<file path="config.mk">
export PLATFORM = sky130hd
export DESIGN_NAME = fft_top
export DESIGN_NICKNAME = d
export VERILOG_FILES = /design/src/verilog/fft_pkg.sv /design/src/verilog/fft_ifs.sv /design/src/verilog/fft_top.sv /design/src/verilog/fft_io_ctrl.sv /design/src/verilog/fft_core.sv /design/src/verilog/fp4_butterfly.sv /design/src/verilog/fft_agu.sv /design/src/verilog/sample_memory.sv
export VERILOG_INCLUDE_DIRS = /design/src /design/src/verilog
export SDC_FILE = /design/constraint.sdc
export NUM_CORES = 1
export LEC_CHECK = 0
export ABC_AREA = 1
export BUFFER_PORTS_ARGS = -buffer_cell sky130_fd_sc_hd__buf_2
export CAP_MARGIN = 20
export CELL_PAD_IN_SITES_DETAIL_PLACEMENT = 0
export CELL_PAD_IN_SITES_GLOBAL_PLACEMENT = 2
export CORE_UTILIZATION = 37
export DETAILED_ROUTE_END_ITERATION = 8
export GPL_TIMING_DRIVEN = 0
export PLACE_DENSITY = 0.8
export SLEW_MARGIN = 20
export SYNTH_ARGS = -nofsm -noshare
export SYNTH_HDL_FRONTEND = slang
export SYNTH_SLANG_ARGS = --single-unit
</file>
<file path="constraint.sdc">
create_clock -name clk -period 14.09 [get_ports clk]
set_input_delay 0.7045 -clock clk [delete_from_list [all_inputs] [get_ports clk]]
set_output_delay 0.7045 -clock clk [all_outputs]
set_load 0.02 [all_outputs]
</file>
<file path="src/verilog/fft_settings.svh">
// ------------------------------------------------
// size limits of the FFT, shared by RTL and testbench
// the memory depth must stay 2**FFT_MAX_LOG2N
// ------------------------------------------------
`ifndef FFT_SETTINGS_SVH
`define FFT_SETTINGS_SVH

`define FFT_MAX_LOG2N 5   // largest stage count
`define FFT_MAX_N     32  // sample memory depth

`endif
</file>
<file path="src/verilog/fft_pkg.sv">
// ------------------------------------------------
// sample, address and state types of the FP4 FFT
// FP4 is E2M1, sign and magnitude, max magnitude 6
// ------------------------------------------------
`include "fft_settings.svh"

package fft_pkg;

    typedef logic [3:0] fp4_t;    // {sign, exp[1:0], mantissa}
    typedef logic [7:0] cplx_t;   // real part in upper nibble

    typedef logic [`FFT_MAX_LOG2N-1:0] addr_t;             // sample address or count
    typedef logic [$clog2(`FFT_MAX_LOG2N+1)-1:0] log2n_t;  // stages per frame
    typedef logic [`FFT_MAX_LOG2N-2:0] tw_idx_t;           // twiddle angle in 32nds of a turn

    // butterfly scheduler
    typedef enum logic [2:0] {
        IDLE,
        READ_A,
        READ_B,
        COMPUTE,
        WRITE_X,
        WRITE_Y,
        DONE
    } core_state_e;

    // frame handling on the I/O side
    typedef enum logic [1:0] {
        LOAD,
        PROCESS,
        READ
    } io_state_e;

endpackage

</file>
<file path="src/verilog/fft_ifs.sv">
// ------------------------------------------------
// memory port and AGU connections inside the FFT
// read data lags the read address by one clock
// ------------------------------------------------

interface mem_port_if;
    import fft_pkg::*;

    addr_t rd_addr;
    cplx_t rd_data;   // registered in the memory
    logic  wr_en;
    addr_t wr_addr;
    cplx_t wr_data;

    modport user (output rd_addr, output wr_en, output wr_addr, output wr_data,
                  input rd_data);
    modport mem  (input rd_addr, input wr_en, input wr_addr, input wr_data,
                  output rd_data);
endinterface

interface agu_if;
    import fft_pkg::*;

    logic    clear;   // back to stage 0, butterfly 0
    logic    step;    // advance one butterfly
    log2n_t  log2n;
    addr_t   idx_a;
    addr_t   idx_b;
    tw_idx_t tw_idx;
    logic    last;    // final butterfly of final stage

    modport ctrl (output clear, output step, output log2n,
                  input idx_a, input idx_b, input tw_idx, input last);
    modport gen  (input clear, input step, input log2n,
                  output idx_a, output idx_b, output tw_idx, output last);
endinterface

</file>
<file path="src/verilog/fft_top.sv">
// ------------------------------------------------
// FP4 radix-2 FFT, N = 2**log2n with log2n from 1 to 5
// no output back-pressure, input only while fft_ready
// ------------------------------------------------

module fft_top (
    input  logic            clk,
    input  logic            rst,
    input  fft_pkg::log2n_t log2n,
    input  fft_pkg::cplx_t  data_in,
    input  logic            data_in_valid,
    output logic            fft_ready,
    output logic            done,
    output logic            error,
    output fft_pkg::cplx_t  data_out,
    output logic            data_out_valid
);
    import fft_pkg::*;

    logic   core_start;
    logic   core_busy;
    log2n_t frame_log2n;   // latched at the first sample

    mem_port_if io_port ();
    mem_port_if core_port ();
    agu_if      agu ();

    sample_memory u_mem (
        .clk       (clk),
        .rst       (rst),
        .core_busy (core_busy),
        .io_port   (io_port.mem),
        .core_port (core_port.mem)
    );

    fft_agu u_agu (.clk(clk), .rst(rst), .agu(agu.gen));

    fft_core u_core (
        .clk       (clk),
        .rst       (rst),
        .start     (core_start),
        .log2n     (frame_log2n),
        .core_busy (core_busy),
        .done      (done),
        .mem       (core_port.user),
        .agu       (agu.ctrl)
    );

    fft_io_ctrl u_io (
        .clk            (clk),
        .rst            (rst),
        .log2n          (log2n),
        .data_in        (data_in),
        .data_in_valid  (data_in_valid),
        .core_done      (done),
        .core_start     (core_start),
        .frame_log2n    (frame_log2n),
        .fft_ready      (fft_ready),
        .error          (error),
        .data_out_valid (data_out_valid),
        .data_out       (data_out),
        .mem            (io_port.user)
    );

endmodule

</file>
<file path="src/verilog/fft_io_ctrl.sv">
// ------------------------------------------------
// frame load in bit-reversed order, start, readout
// log2n checked only at the first sample of a frame
// ------------------------------------------------
`include "fft_settings.svh"

module fft_io_ctrl (
    input  logic            clk,
    input  logic            rst,
    input  fft_pkg::log2n_t log2n,
    input  fft_pkg::cplx_t  data_in,
    input  logic            data_in_valid,
    input  logic            core_done,
    output logic            core_start,
    output fft_pkg::log2n_t frame_log2n,
    output logic            fft_ready,
    output logic            error,
    output logic            data_out_valid,
    output fft_pkg::cplx_t  data_out,
    mem_port_if.user        mem
);
    import fft_pkg::*;

    io_state_e state_q;
    addr_t     count_q;    // sample count on load, read address on readout
    addr_t     n_m1;       // N - 1 of the frame
    logic      tail_q;     // last address issued, one output still due
    logic      log2n_ok;
    logic      take;
    logic      rd_issue;

    function automatic addr_t bit_rev(input addr_t cnt, input log2n_t nbits);
        addr_t rev;
        rev = '0;
        for (int i = 0; i < `FFT_MAX_LOG2N; i++) begin
            if (i < nbits) begin
                rev[nbits - 1 - i] = cnt[i];
            end
        end
        return rev;
    endfunction

    assign log2n_ok = (log2n != '0) && (log2n <= log2n_t'(`FFT_MAX_LOG2N));
    assign n_m1     = addr_t'((1 << frame_log2n) - 1);
    assign take     = (state_q == LOAD) && data_in_valid && (!fft_ready || log2n_ok);
    assign rd_issue = (state_q == READ) && !tail_q;

    // first sample has count 0, so a stale frame_log2n still maps it to 0
    assign mem.wr_en   = take;
    assign mem.wr_addr = bit_rev(count_q, frame_log2n);
    assign mem.wr_data = data_in;
    assign mem.rd_addr = count_q;
    assign data_out    = mem.rd_data;   // valid lags the address by one clock

    always_ff @(posedge clk or negedge rst) begin
        if (!rst) begin
            state_q        <= LOAD;
            count_q        <= '0;
            tail_q         <= 1'b0;
            frame_log2n    <= '0;
            fft_ready      <= 1'b1;
            error          <= 1'b0;
            core_start     <= 1'b0;
            data_out_valid <= 1'b0;
        end else begin
            error          <= (state_q == LOAD) && fft_ready && data_in_valid && !log2n_ok;
            core_start     <= 1'b0;
            data_out_valid <= rd_issue;
            case (state_q)
                LOAD: if (take) begin
                    if (fft_ready) begin
                        frame_log2n <= log2n;   // frame size fixed from here on
                        fft_ready   <= 1'b0;
                    end
                    if (!fft_ready && count_q == n_m1) begin
                        count_q    <= '0;
                        core_start <= 1'b1;
                        state_q    <= PROCESS;
                    end else begin
                        count_q <= count_q + 1'b1;
                    end
                end
                PROCESS: if (core_done) state_q <= READ;
                default: begin   // READ
                    if (tail_q) begin
                        tail_q    <= 1'b0;
                        count_q   <= '0;
                        fft_ready <= 1'b1;
                        state_q   <= LOAD;
                    end else begin
                        count_q <= count_q + 1'b1;
                        if (count_q == n_m1) tail_q <= 1'b1;
                    end
                end
            endcase
        end
    end

    a_no_output_on_load: assert property (@(posedge clk) disable iff (!rst)
        (state_q == LOAD) |-> !data_out_valid);

endmodule

</file>
<file path="src/verilog/fft_core.sv">
// ------------------------------------------------
// in-place butterfly scheduler, 5 clocks per butterfly
// start must come with a valid, stable log2n
// ------------------------------------------------

module fft_core (
    input  logic            clk,
    input  logic            rst,
    input  logic            start,
    input  fft_pkg::log2n_t log2n,
    output logic            core_busy,
    output logic            done,
    mem_port_if.user        mem,
    agu_if.ctrl             agu
);
    import fft_pkg::*;

    core_state_e state_q, state_d;
    cplx_t a_q, b_q;   // operands from memory
    cplx_t y_q;        // held for the second write
    cplx_t x_w, y_w;

    fp4_butterfly u_bfly (
        .a      (a_q),
        .b      (b_q),
        .tw_idx (agu.tw_idx),
        .x      (x_w),
        .y      (y_w)
    );

    always_comb begin
        state_d = state_q;
        case (state_q)
            IDLE:    if (start) state_d = READ_A;
            READ_A:  state_d = READ_B;
            READ_B:  state_d = COMPUTE;
            COMPUTE: state_d = WRITE_X;
            WRITE_X: state_d = WRITE_Y;
            WRITE_Y: state_d = agu.last ? DONE : READ_A;
            default: state_d = IDLE;   // DONE
        endcase
    end

    always_ff @(posedge clk or negedge rst) begin
        if (!rst) state_q <= IDLE;
        else      state_q <= state_d;
    end

    always_ff @(posedge clk) begin
        if (state_q == READ_B)  a_q <= mem.rd_data;   // data for idx_a
        if (state_q == COMPUTE) b_q <= mem.rd_data;   // data for idx_b
        if (state_q == WRITE_X) y_q <= y_w;
    end

    assign mem.rd_addr = (state_q == READ_A) ? agu.idx_a : agu.idx_b;
    assign mem.wr_en   = (state_q == WRITE_X) || (state_q == WRITE_Y);
    assign mem.wr_addr = (state_q == WRITE_X) ? agu.idx_a : agu.idx_b;
    assign mem.wr_data = (state_q == WRITE_X) ? x_w : y_q;   // x straight from the butterfly

    assign agu.clear = start && (state_q == IDLE);
    assign agu.step  = (state_q == WRITE_Y) && !agu.last;
    assign agu.log2n = log2n;

    assign core_busy = start || (state_q != IDLE);   // owns memory from the start pulse
    assign done      = (state_q == DONE);

    // butterfly writes stay inside the current frame
    a_write_in_frame: assert property (@(posedge clk) disable iff (!rst)
        mem.wr_en |-> (int'(mem.wr_addr) < (1 << log2n)));

endmodule

</file>
<file path="src/verilog/fp4_butterfly.sv">
// ------------------------------------------------
// combinational FP4 butterfly, x = a + W*b, y = a - W*b
// every real op rounds to nearest even, clamps to 6
// ------------------------------------------------

module fp4_butterfly (
    input  fft_pkg::cplx_t  a,
    input  fft_pkg::cplx_t  b,
    input  fft_pkg::tw_idx_t tw_idx,
    output fft_pkg::cplx_t  x,
    output fft_pkg::cplx_t  y
);
    import fft_pkg::*;

    cplx_t w;
    fp4_t  p_rr, p_ii, p_ri, p_ir;   // four real products
    fp4_t  wb_re, wb_im;

    // fp4 to signed count of halves
    function automatic logic signed [8:0] to_half(input fp4_t v);
        logic signed [8:0] mag;
        case (v[2:0])
            3'd0: mag = 9'sd0;
            3'd1: mag = 9'sd1;    // 0.5
            3'd2: mag = 9'sd2;
            3'd3: mag = 9'sd3;
            3'd4: mag = 9'sd4;
            3'd5: mag = 9'sd6;
            3'd6: mag = 9'sd8;
            default: mag = 9'sd12; // 6.0
        endcase
        return v[3] ? -mag : mag;
    endfunction

    // signed count of quarters back to fp4, midpoints go to even mantissa
    function automatic fp4_t round_q(input logic signed [8:0] q);
        logic [8:0] m;
        logic [2:0] code;
        m = q[8] ? -q : q;
        if (m <= 9'd1)       code = 3'd0;   // 0.25 -> 0
        else if (m <= 9'd2)  code = 3'd1;
        else if (m <= 9'd5)  code = 3'd2;   // 0.75 and 1.25 -> 1.0
        else if (m <= 9'd6)  code = 3'd3;
        else if (m <= 9'd10) code = 3'd4;   // 1.75 and 2.5 -> 2.0
        else if (m <= 9'd13) code = 3'd5;
        else if (m <= 9'd20) code = 3'd6;   // 3.5 and 5 -> 4.0
        else                 code = 3'd7;   // clamp at 6
        return {q[8] && (code != 3'd0), code};  // no negative zero
    endfunction

    function automatic fp4_t fmul(input fp4_t p, input fp4_t q);
        return round_q(to_half(p) * to_half(q));   // halves * halves = quarters
    endfunction

    function automatic fp4_t fadd(input fp4_t p, input fp4_t q, input logic sub);
        logic signed [8:0] hp;
        logic signed [8:0] hq;
        hp = to_half(p);
        hq = to_half(q);
        return sub ? round_q((hp + hp) - (hq + hq)) : round_q((hp + hp) + (hq + hq));
    endfunction

    // cos and -sin of 2*pi*k/32, already rounded to fp4
    always_comb begin
        case (tw_idx)
            4'd0, 4'd1:         w = 8'h20;   // 1
            4'd2, 4'd3:         w = 8'h29;   // 1 - 0.5j
            4'd4:               w = 8'h19;
            4'd5, 4'd6:         w = 8'h1A;
            4'd7, 4'd8, 4'd9:   w = 8'h0A;   // -j
            4'd10, 4'd11:       w = 8'h9A;
            4'd12:              w = 8'h99;
            4'd13, 4'd14:       w = 8'hA9;
            default:            w = 8'hA0;   // k = 15, -1
        endcase
    end

    assign p_rr = fmul(w[7:4], b[7:4]);
    assign p_ii = fmul(w[3:0], b[3:0]);
    assign p_ri = fmul(w[7:4], b[3:0]);
    assign p_ir = fmul(w[3:0], b[7:4]);

    assign wb_re = fadd(p_rr, p_ii, 1'b1);
    assign wb_im = fadd(p_ri, p_ir, 1'b0);

    assign x = {fadd(a[7:4], wb_re, 1'b0), fadd(a[3:0], wb_im, 1'b0)};
    assign y = {fadd(a[7:4], wb_re, 1'b1), fadd(a[3:0], wb_im, 1'b1)};

endmodule

</file>
<file path="src/verilog/fft_agu.sv">
// ------------------------------------------------
// pair addresses for in-place radix-2 DIT butterflies
// log2n must stay stable from clear to the last step
// ------------------------------------------------
`include "fft_settings.svh"

module fft_agu (
    input logic clk,
    input logic rst,
    agu_if.gen  agu
);
    import fft_pkg::*;

    log2n_t stage_q;   // current stage s, span is 2**s
    addr_t  bfly_q;    // butterfly number inside the stage
    addr_t  half_m1;   // N/2 - 1
    addr_t  offset;    // position inside the group
    addr_t  base;      // first index of the group
    logic   stage_end;

    assign half_m1   = addr_t'((1 << (agu.log2n - 1)) - 1);
    assign stage_end = (bfly_q == half_m1);

    always_ff @(posedge clk or negedge rst) begin
        if (!rst) begin
            stage_q <= '0;
            bfly_q  <= '0;
        end else if (agu.clear) begin
            stage_q <= '0;
            bfly_q  <= '0;
        end else if (agu.step) begin
            if (stage_end) begin
                stage_q <= stage_q + 1'b1;   // next stage, span doubles
                bfly_q  <= '0;
            end else begin
                bfly_q <= bfly_q + 1'b1;
            end
        end
    end

    assign offset = bfly_q & addr_t'((1 << stage_q) - 1);
    assign base   = addr_t'((bfly_q >> stage_q) << (stage_q + 1));  // group * 2 * span

    assign agu.idx_a  = base | offset;
    assign agu.idx_b  = (base | offset) + addr_t'(1 << stage_q);
    // W_2span^offset is offset * 16/span in 32nds of a turn
    assign agu.tw_idx = tw_idx_t'(offset << (`FFT_MAX_LOG2N - 1 - stage_q));
    assign agu.last   = stage_end && (stage_q == log2n_t'(agu.log2n - 1'b1));

    // the core has to stop at the final butterfly
    a_no_step_after_last: assert property (@(posedge clk) disable iff (!rst)
        !(agu.step && agu.last));

endmodule

</file>
<file path="src/verilog/sample_memory.sv">
// ------------------------------------------------
// single bank sample store, one read and one write port
// core side owns the bank while core_busy is high
// ------------------------------------------------
`include "fft_settings.svh"

module sample_memory (
    input  logic    clk,
    input  logic    rst,
    input  logic    core_busy,
    mem_port_if.mem io_port,
    mem_port_if.mem core_port
);
    import fft_pkg::*;

    cplx_t mem_q [`FFT_MAX_N];
    cplx_t rd_q;
    addr_t rd_addr;
    logic  wr_en;
    addr_t wr_addr;
    cplx_t wr_data;

    // port select, no arbitration needed since the owners never overlap
    assign rd_addr = core_busy ? core_port.rd_addr : io_port.rd_addr;
    assign wr_en   = core_busy ? core_port.wr_en   : io_port.wr_en;
    assign wr_addr = core_busy ? core_port.wr_addr : io_port.wr_addr;
    assign wr_data = core_busy ? core_port.wr_data : io_port.wr_data;

    always_ff @(posedge clk) begin
        if (wr_en) begin
            mem_q[wr_addr] <= wr_data;
        end
        rd_q <= mem_q[rd_addr];   // old data on a same-address write
    end

    assign io_port.rd_data   = rd_q;
    assign core_port.rd_data = rd_q;

    // loading must be over before the core takes the bank
    a_no_io_write_busy: assert property (@(posedge clk) disable iff (!rst)
        !(io_port.wr_en && core_busy));

endmodule

</file>
## After elaboration in Yosys (flattened, before gate mapping)

Memories as Yosys holds them, arrays and structs flattened. A register that Yosys moved wholly into a read port is not among the register bits.
Index checks and enable logic that the tools add are counted.

| cells by class | value |
|---|---|
| shift-type cells | 6 |
| $lt $le $gt $ge | 86 |
| reduce and logical (&&, ||, !) cells | 69 |
| add/sub/neg operators | 51 |
| multiply operators | 4 |
| equal/unequal tests | 87 |
| muxes and demuxes | 158 |
| bitwise gates (word level) | 4 |

Operators by type and width:

| kind | number |
|---|---|
| one-hot mux 4 bit (7 select lines) | 12 |
| two-way mux 9 bit | 22 |
| negation 9 bit | 22 |
| less-or-equal comparator 9 x 3 -> 1 bit, second input constant | 20 |
| less-or-equal comparator 9 x 4 -> 1 bit, second input constant | 20 |
| >= comparator 32 x 1 -> 1 bit, second input constant | 5 |
| less-than comparator 32 x 4 -> 1 bit, second input constant | 5 |
| two-way mux 3 bit | 47 |
| equality test 3 bit, second input constant | 39 |
| adder 9 bit | 11 |
| less-or-equal comparator 9 x 1 -> 1 bit, second input constant | 10 |
| less-or-equal comparator 9 x 2 -> 1 bit, second input constant | 10 |
| less-or-equal comparator 9 x 5 -> 1 bit, second input constant | 10 |
| equality test 3 x 2 -> 1 bit, second input constant | 26 |
| two-way mux 5 bit | 15 |
| subtractor 32 x 2 -> 32 bit, second input constant | 2 |
| two-way mux 2 bit | 22 |
| equality test 3 x 1 -> 1 bit, second input constant | 13 |
| zero test 3 bit | 13 |
| nonzero test 3 bit | 13 |
| multiplier 9 x 9 -> 9 bit | 4 |
| left shift 1 x 32 -> 5 bit, first input constant | 1 |
| left shift 5 x 32 -> 4 bit | 1 |
| left shift 5 x 32 -> 5 bit | 1 |
| other kinds (43) | 121 |

| storage, ports and cells | value |
|---|---|
| ROM bits | 96 |
| RAM bits | 256 |
| memories kept | 2 |
| register bits after elaboration | 50 |

Memories:

| memory | depth | bits a word | read ports | clocked after Yosys merged registers in | write ports | line | text |
|---|---|---|---|---|---|---|---|
| u_mem.mem_q | 32 | 8 | 1 | 1 | 1 | sample_memory.sv:16 | `` cplx_t mem_q [`FFT_MAX_N]; `` |
| (name not given) | 16 | 6 | 1 | 0 | 0 | fp4_butterfly.sv:65 | `case (tw_idx)` |

## Depth between registers and ports, before layout

An unclocked memory read counts as a cell.

| depth | value |
|---|---|
| depth in word-level cells | 56 |
| mapped depth | 115 |

## Cells and area by module

A second synthesis with hierarchy kept.

| second synthesis, totals | value |
|---|---|
| cells, all modules | 3,494 |
| area total of the unflattened synthesis | 27,097.2 µm² |

By module, submodules not included:

| module | instances | area an instance (µm²) | sequential area each (µm²) | cells an instance |
|---|---|---|---|---|
| sample_memory | 1 | 11,967.7 | 7,847.5 | 1,191 |
| fp4_butterfly | 1 | 10,656.5 | 0.0 | 1,685 |
| fft_io_ctrl | 1 | 1,945.6 | 376.6 | 292 |
| fft_agu | 1 | 1,340.0 | 200.2 | 218 |
| fft_core | 1 | 1,187.4 | 795.8 | 108 |

## Least setup slack after synthesis

No wires, ideal clock.

| path | value |
|---|---|
| path kind | reg-to-reg |
| from | register u_agu.stage_q[0] |
| to | memory u_mem.mem_q[0][6] (netlist bit), data pin |
| data arrival time | 15,086 ps |
| library setup time | 454 ps |
| data required time | 13,636 ps |
| stages on the path, launching flop included | 101 |
| path slack | -1,450 ps |
| cells stage by stage | dfrtp_1 > inv_2 > buf_6 > ha_1 > ha_1 > inv_1 > ha_1 > inv_1 > nand2_1 > o21ai_2 > nand3_1 > a21oi_1 > inv_1 > o21ai_0 > inv_1 > ha_1 > nor2_1 > nand3_1 > [65 not listed] > inv_1 > ha_1 > inv_1 > o31ai_1 > nand2_1 > inv_1 > nor2_1 > nor2_1 > inv_1 > o21ai_0 > inv_1 > nand3_2 > nand2_4 > nor2_1 > nor2_1 > nand2_2 > nor3_1 > o21ai_0 |

| on the way | value |
|---|---|
| longest elaborated chain between the ends | 51 |
| elaborated cells on any way between the ends | 129 |

Ends and longest elaborated chain:

| what | line | text |
|---|---|---|
| from (decl) | fft_agu.sv:14 | `log2n_t stage_q;` |
| from (signal assigned) | fft_agu.sv:33 | `stage_q <= stage_q + 1'b1;` |
| left shift 1 x 3 -> 5 bit | fft_agu.sv:41 | `assign offset = bfly_q & addr_t'((1 << stage_q) - 1);` |
| subtractor 5 x 2 -> 5 bit | fft_agu.sv:41 |  |
| bitwise AND 5 bit | fft_agu.sv:41 |  |
| left shift 5 x 32 -> 4 bit * | fft_agu.sv:47 | `` assign agu.tw_idx = tw_idx_t'(offset << (`FFT_MAX_LOG2N - 1 - stage_q)); `` |
| memory read (16 x 6 bit) * | - |  |
| equality test 3 bit, or another cell as far along | fp4_butterfly.sv:22 | `case (v[2:0])` |
| one-hot mux 4 bit (7 select lines) | fp4_butterfly.sv:22 |  |
| negation 9 bit | - |  |
| [35 not listed] | - |  |
| two-way mux 9 bit * | - |  |
| less-or-equal comparator 9 x 3 -> 1 bit | - |  |
| two-way mux 3 bit | fp4_butterfly.sv:43 | `else if (m <= 9'd6) code = 3'd3;` |
| two-way mux 3 bit (2 in a row) | - |  |
| two-way mux 3 bit * | - |  |
| two-way mux 8 bit * | fft_core.sv:58 | `assign mem.wr_data = (state_q == WRITE_X) ? x_w : y_q;` |
| two-way mux 8 bit * | sample_memory.sv:27 | `assign wr_data = core_busy ? core_port.wr_data : io_port.wr_data;` |
| named net u_mem.wr_data[6] | sample_memory.sv:21 | `cplx_t wr_data;` |
| to (decl) | sample_memory.sv:16 |  |

The timed path passes the listed nets; every way through them passes the cells marked *.

## Worst setup path in the final report

| path | value |
|---|---|
| from | register u_agu.stage_q[0] |
| to | memory u_mem.mem_q[21][1] (netlist bit), data pin |

| on the way | value |
|---|---|
| longest elaborated chain between the ends | 53 |
| elaborated cells on any way between the ends | 133 |

Ends and longest elaborated chain:

| what | line | text |
|---|---|---|
| left shift 1 x 3 -> 5 bit | fft_agu.sv:41 |  |
| subtractor 5 x 2 -> 5 bit | fft_agu.sv:41 |  |
| bitwise AND 5 bit | fft_agu.sv:41 |  |
| left shift 5 x 32 -> 4 bit * | fft_agu.sv:47 |  |
| memory read (16 x 6 bit) * | - |  |
| equality test 3 bit, or another cell as far along | fp4_butterfly.sv:22 |  |
| one-hot mux 4 bit (7 select lines) | fp4_butterfly.sv:22 |  |
| negation 9 bit | fp4_butterfly.sv:32 | `return v[3] ? -mag : mag;` |
| [37 not listed] | - |  |
| two-way mux 2 bit | fp4_butterfly.sv:45 | `else if (m <= 9'd13) code = 3'd5;` |
| two-way mux 2 bit | fp4_butterfly.sv:44 | `else if (m <= 9'd10) code = 3'd4;` |
| two-way mux 3 bit | fp4_butterfly.sv:43 |  |
| two-way mux 3 bit | fp4_butterfly.sv:42 | `else if (m <= 9'd5) code = 3'd2;` |
| two-way mux 3 bit | fp4_butterfly.sv:41 | `else if (m <= 9'd2) code = 3'd1;` |
| two-way mux 3 bit * | fp4_butterfly.sv:40 | `if (m <= 9'd1) code = 3'd0;` |
| two-way mux 8 bit * | fft_core.sv:58 |  |
| two-way mux 8 bit * | sample_memory.sv:27 |  |

Every way passes the cells marked *; elsewhere a longest branch is shown, timed or not.

==> impl_summary.txt <==
----------------------------------------------------
[Logic synthesis]
  Main combinational cell family by area after synthesis ... simple AND/OR/NAND/NOR gates
  Leading post-synthesis cells by instance count ... sky130_fd_sc_hd__nand2_1, sky130_fd_sc_hd__inv_1, sky130_fd_sc_hd__nor2_1
  Synthesized-area fraction occupied by ao, oa, aoi and oai cells ... 11.2%
  Main synth FF type ... sky130_fd_sc_hd__edfxtp_1
  Fraction of the yosys area taken by sequential cells ... 37.0%
  Share of the synthesized netlist area taken by xor and xnor gates ... 4.60%
  Share of synthesized cell area in and, or, nand and nor gates ... a little under a quarter
  Synth Register Bits ... 314
  Synthesis Warnings ... 0
  Instance count of the mapped netlist ... 2,958
  Cell variety after synth ... 73
  Share of the synthesized area in the top cell type ... 33.8%
  Number of synthesized flops with an enable pin ... 280
  Dominant cell type by area after synthesis ... sky130_fd_sc_hd__edfxtp_1
  Post-Synthesis Net Count ... 3,234
  Count leader, synth ... sky130_fd_sc_hd__nand2_1
  Mean area per synthesized cell ... between 8 and 9 um^2
  Share of synthesized registers carrying an async set or reset ... 8.28%
  Ranking of synthesized cells by area ... sky130_fd_sc_hd__edfxtp_1, sky130_fd_sc_hd__ha_1, sky130_fd_sc_hd__nand2_1, sky130_fd_sc_hd__inv_1, sky130_fd_sc_hd__fa_1
  Share of synthesized area spent on multiplexers ... 0.644%
  Area of the mapped netlist ... about 0.025 mm^2
  Adder-Cell Fraction of Synth Area ... about 15%

[Worst setup path]
  Path depth of the worst reg2reg path ... 101
  Family of cells with the greatest summed delay on the critical path ... simple AND/OR/NAND/NOR gates
  Buffers and inverters on the worst path ... 26
  Endpoint of the worst register-to-register path ... u_mem.mem_q[21][1]
  Critical-path cell with the highest stage delay ... sky130_fd_sc_hd__fa_1
  Worst Setup Start Kind ... flop
  Worst Path Max Fanout ... 9
  Stages on the worst setup path ... 101
  Worst path required time ... 14.44 ns
  Slack of the worst reg-to-reg path ... -0.08 ns
  Worst setup EP type ... flop
  Kind of critical path ... reg2reg
  Termination of the worst setup path ... u_mem.mem_q[21][1]
  Reg2Reg Launch Point ... u_agu.stage_q[0]
  Largest stage delay, worst path ... 0.55 ns
  Most frequent cell on the critical path ... sky130_fd_sc_hd__inv_2
  Data arrival time of the worst path ... 14.52 ns
  Timing startpoint of the critical path ... u_agu.stage_q[0]

[STA]
  Slew margin rel. ... 20.5%
  Slew @ Worst Pin ... 1.18 ns
  Number of pins with negative max-slew slack in the final report ... 0
  Period Utilization, post-route ... 101%
  Setup repair after global routing missed its margin ... yes
  Highest achievable clock rate ... 0.0706 GHz
  Setup-failing EPs final ... 69
  Skew final ... 0.0349 ns
  Summed negative setup slack over all endpoints ... -2.78 ns
  Fin. Hold Viols ... 0
  Post-layout worst setup margin ... -0.0823 ns
  Time the final worst path needs with I/O delays and setup ... 14.17 ns

[Routing]
  Detail Route Antenna Nets ... 0
  Detailed-router iteration count before antenna repair ... 6
  WL final ... 73,300 um
  Total via count in the routed design ... about 21,000
  Routed wirelength normalized by instance count ... 17.9 um
  Drc violations ... 0
  Initial detailed-routing violation count ... about 1,300
  Average vias per placed instance ... 5.19

[Placed design]
  Detailed Place HPWL ... 50,700 um
  IO buf count ... 25
  Gpl congestion ... 0.931
  Count of placed standard cells including taps ... 3,849
  Placed instance area ... approximately 0.026 mm^2

[Cells and area]
  Number of nets at the end of the flow ... between 3,000 and 4,000
  Fillcell total ... roughly 6,400
  Layout cell share with drive strength beyond 1 ... a little under a quarter
  Syn-to-layout area delta ... 24.3%
  Area taken by multi-input logic gates ... 0.0156 mm^2
  Number of cells in the finished layout apart from fillers ... 4,102
  Register cell area after layout ... a little over 0.009 mm^2
  Final design area excluding fillers ... slightly above 0.03 mm^2

[Floorplanning]
  Total I/O pin count ... 26
  Width of the die ... roughly 260 um
  Core Footprint ... 0.0661 mm^2
  Die Y-Extent ... 261 um
  Die area ... 0.0683 mm^2
  Rows ... 94
  Starting density of the core ... between 30% and 40%

[Global route]
  Global route total overflow ... 0
  Global-route wire length before repair ... about 110,000 um
  Antenna violations before repair ... 2
  Vias in the first global route ... 20,800
  GRT Util Overall ... 21.0%
  Pin count of the biggest net entering global routing ... 33

[Clock network]
  Clock tree from TritonCTS ... built
  CTS buffer count ... 31
  Max Buffers Root-to-Sink ... 3
  Clock latency of the later-clocked register in the worst-skew pair ... about 0.6 ns
  H-Tree Level Count ... 1
  Root buffer cell ... sky130_fd_sc_hd__clkbuf_16
  CTS clk-pin slew, worst paths ... roughly 0.07 ns
  Post-cts hold buffer count ... 0
  Clock Sinks ... 314

[Worst hold path]
  Min-delay worst type ... in2async

[Job]
  MaxCap Viol Count ... 0

[Run status]
  Violations in the final reports ... setup timing
  Result of the run ... finished with violations

----------------------------------------------------
## stage by stage
| stage | setup slack (ns) | utilization, % | hold slack (ns) |
|---|---|---|---|
| floorplan | 0.00642 | - | 0.409 |
| global placement | -2.46 | 39.7 | 0.482 |
| detailed placement | -2.69 | 39.7 | 0.487 |
| CTS | -0.192 | 44.6 | 0.157 |
| global route | -0.892 | 46.8 | 0.175 |
| finish | -0.0823 | 46.8 | 0.128 |
## state kept, by name, summed over array words and instances (netlist names)
| name | flops |
|---|---|
| u_mem.mem_q | 256 |
| u_core.a_q | 8 |
| u_core.b_q | 8 |
| u_core.y_q | 8 |
| u_mem.core_port.rd_data | 8 |
| u_agu.bfly_q | 5 |
| u_io.mem.rd_addr | 5 |
| u_agu.stage_q | 3 |
| u_core.state_q | 3 |
| u_io.frame_log2n | 3 |
| u_io.state_q | 2 |
| u_io.core_start | 1 |
| u_io.data_out_valid | 1 |
| u_io.error | 1 |
| u_io.fft_ready | 1 |
| u_io.tail_q | 1 |
## worst min path at each step
stage | from | endpoint | slack, ns | cells after the start
after global routing | rst | u_io.frame_log2n[0] | 0.18 | 1
after floorplan | rst | u_agu.bfly_q[0] | 0.41 | 0
after CTS | rst | u_io.frame_log2n[2] | 0.16 | 1
after detailed placement | u_io.state_q[0] | u_io.data_out_valid | 0.49 | 1
after global placement | u_io.state_q[0] | u_io.data_out_valid | 0.48 | 1
final | rst | u_io.frame_log2n[2] | 0.13 | 1
## layout make-up
| type | instances | area share (%) |
|---|---|---|
| tap | 864 | 3.49 |
| timing repair buffer | 208 | 5.92 |
| sequential | 314 | 29.8 |
| clock inverter | 19 | 0.518 |
| buffer | 72 | 1.18 |
| inverter | 473 | 5.93 |
| antenna | 1 | 0.00809 |
| multi-input combinational | 2112 | 50.5 |
| clock buffer | 39 | 2.64 |
## logic make-up after synthesis
family,after synthesis
simple gates,1237
xor+xnor,129
mux,16
flops,314
compound gates,455
buf+inv,545
fa+ha+maj,262
## per-layer routing
| metal | vias up | routed length, um | global-route usage [%] |
|---|---|---|---|
| met5 | - | 0 | 0 |
| met4 | 0 | 1910 | 5.02 |
| met3 | 113 | 3380 | 2.09 |
| met2 | 511 | 35600 | 36.8 |
| met1 | 10200 | 32400 | 27.7 |
| li1 | 10400 | - | - |
## timing repair
item | in CTS | in global routing
hold endpoints to repair | 0 | 0
gates cloned | 10 | 5
pin swaps | 146 | 206
buffers inserted | 122 | 57
gates resized for setup | 248 | 243
endpoints found under the setup margin | 264 | 264
## worst reg2reg max path: cells and delay by family (launching register included)
kind,cells,cell delay [ns]
AO/OA/AOI/OAI,13,1.80
XOR/XNOR,7,1.29
adder cells (fa/ha/maj),14,4.02
buffers and inverters,26,2.23
flip-flops,1,0.38
AND/OR/NAND/NOR,41,4.19
## layout by cell type (no fill, tap or decap), types with 24 or more instances in the layout
cell type / n
sky130_fd_sc_hd__nand3_2: 29
sky130_fd_sc_hd__ha_1: 153
sky130_fd_sc_hd__nand2_2: 67
sky130_fd_sc_hd__nor2_1: 347
sky130_fd_sc_hd__nand4_1: 37
sky130_fd_sc_hd__clkbuf_16: 34
sky130_fd_sc_hd__edfxtp_1: 280
sky130_fd_sc_hd__o21ai_0: 173
sky130_fd_sc_hd__buf_2: 27
sky130_fd_sc_hd__a21oi_2: 24
sky130_fd_sc_hd__nand2_1: 413
sky130_fd_sc_hd__o221ai_1: 66
sky130_fd_sc_hd__inv_1: 381
sky130_fd_sc_hd__clkbuf_1: 60
sky130_fd_sc_hd__nand3_1: 128
sky130_fd_sc_hd__buf_4: 151
sky130_fd_sc_hd__xor2_1: 81
sky130_fd_sc_hd__nor3_1: 27
sky130_fd_sc_hd__inv_2: 69
sky130_fd_sc_hd__nor2_2: 37
sky130_fd_sc_hd__a21oi_1: 55
sky130_fd_sc_hd__fa_1: 70
sky130_fd_sc_hd__nand2_4: 27
sky130_fd_sc_hd__ha_4: 24
sky130_fd_sc_hd__xnor2_1: 30
sky130_fd_sc_hd__nor2_4: 39
Power is not shown: default switching activity piles up to over one toggle a cycle in this logic, so the estimate is an artifact.
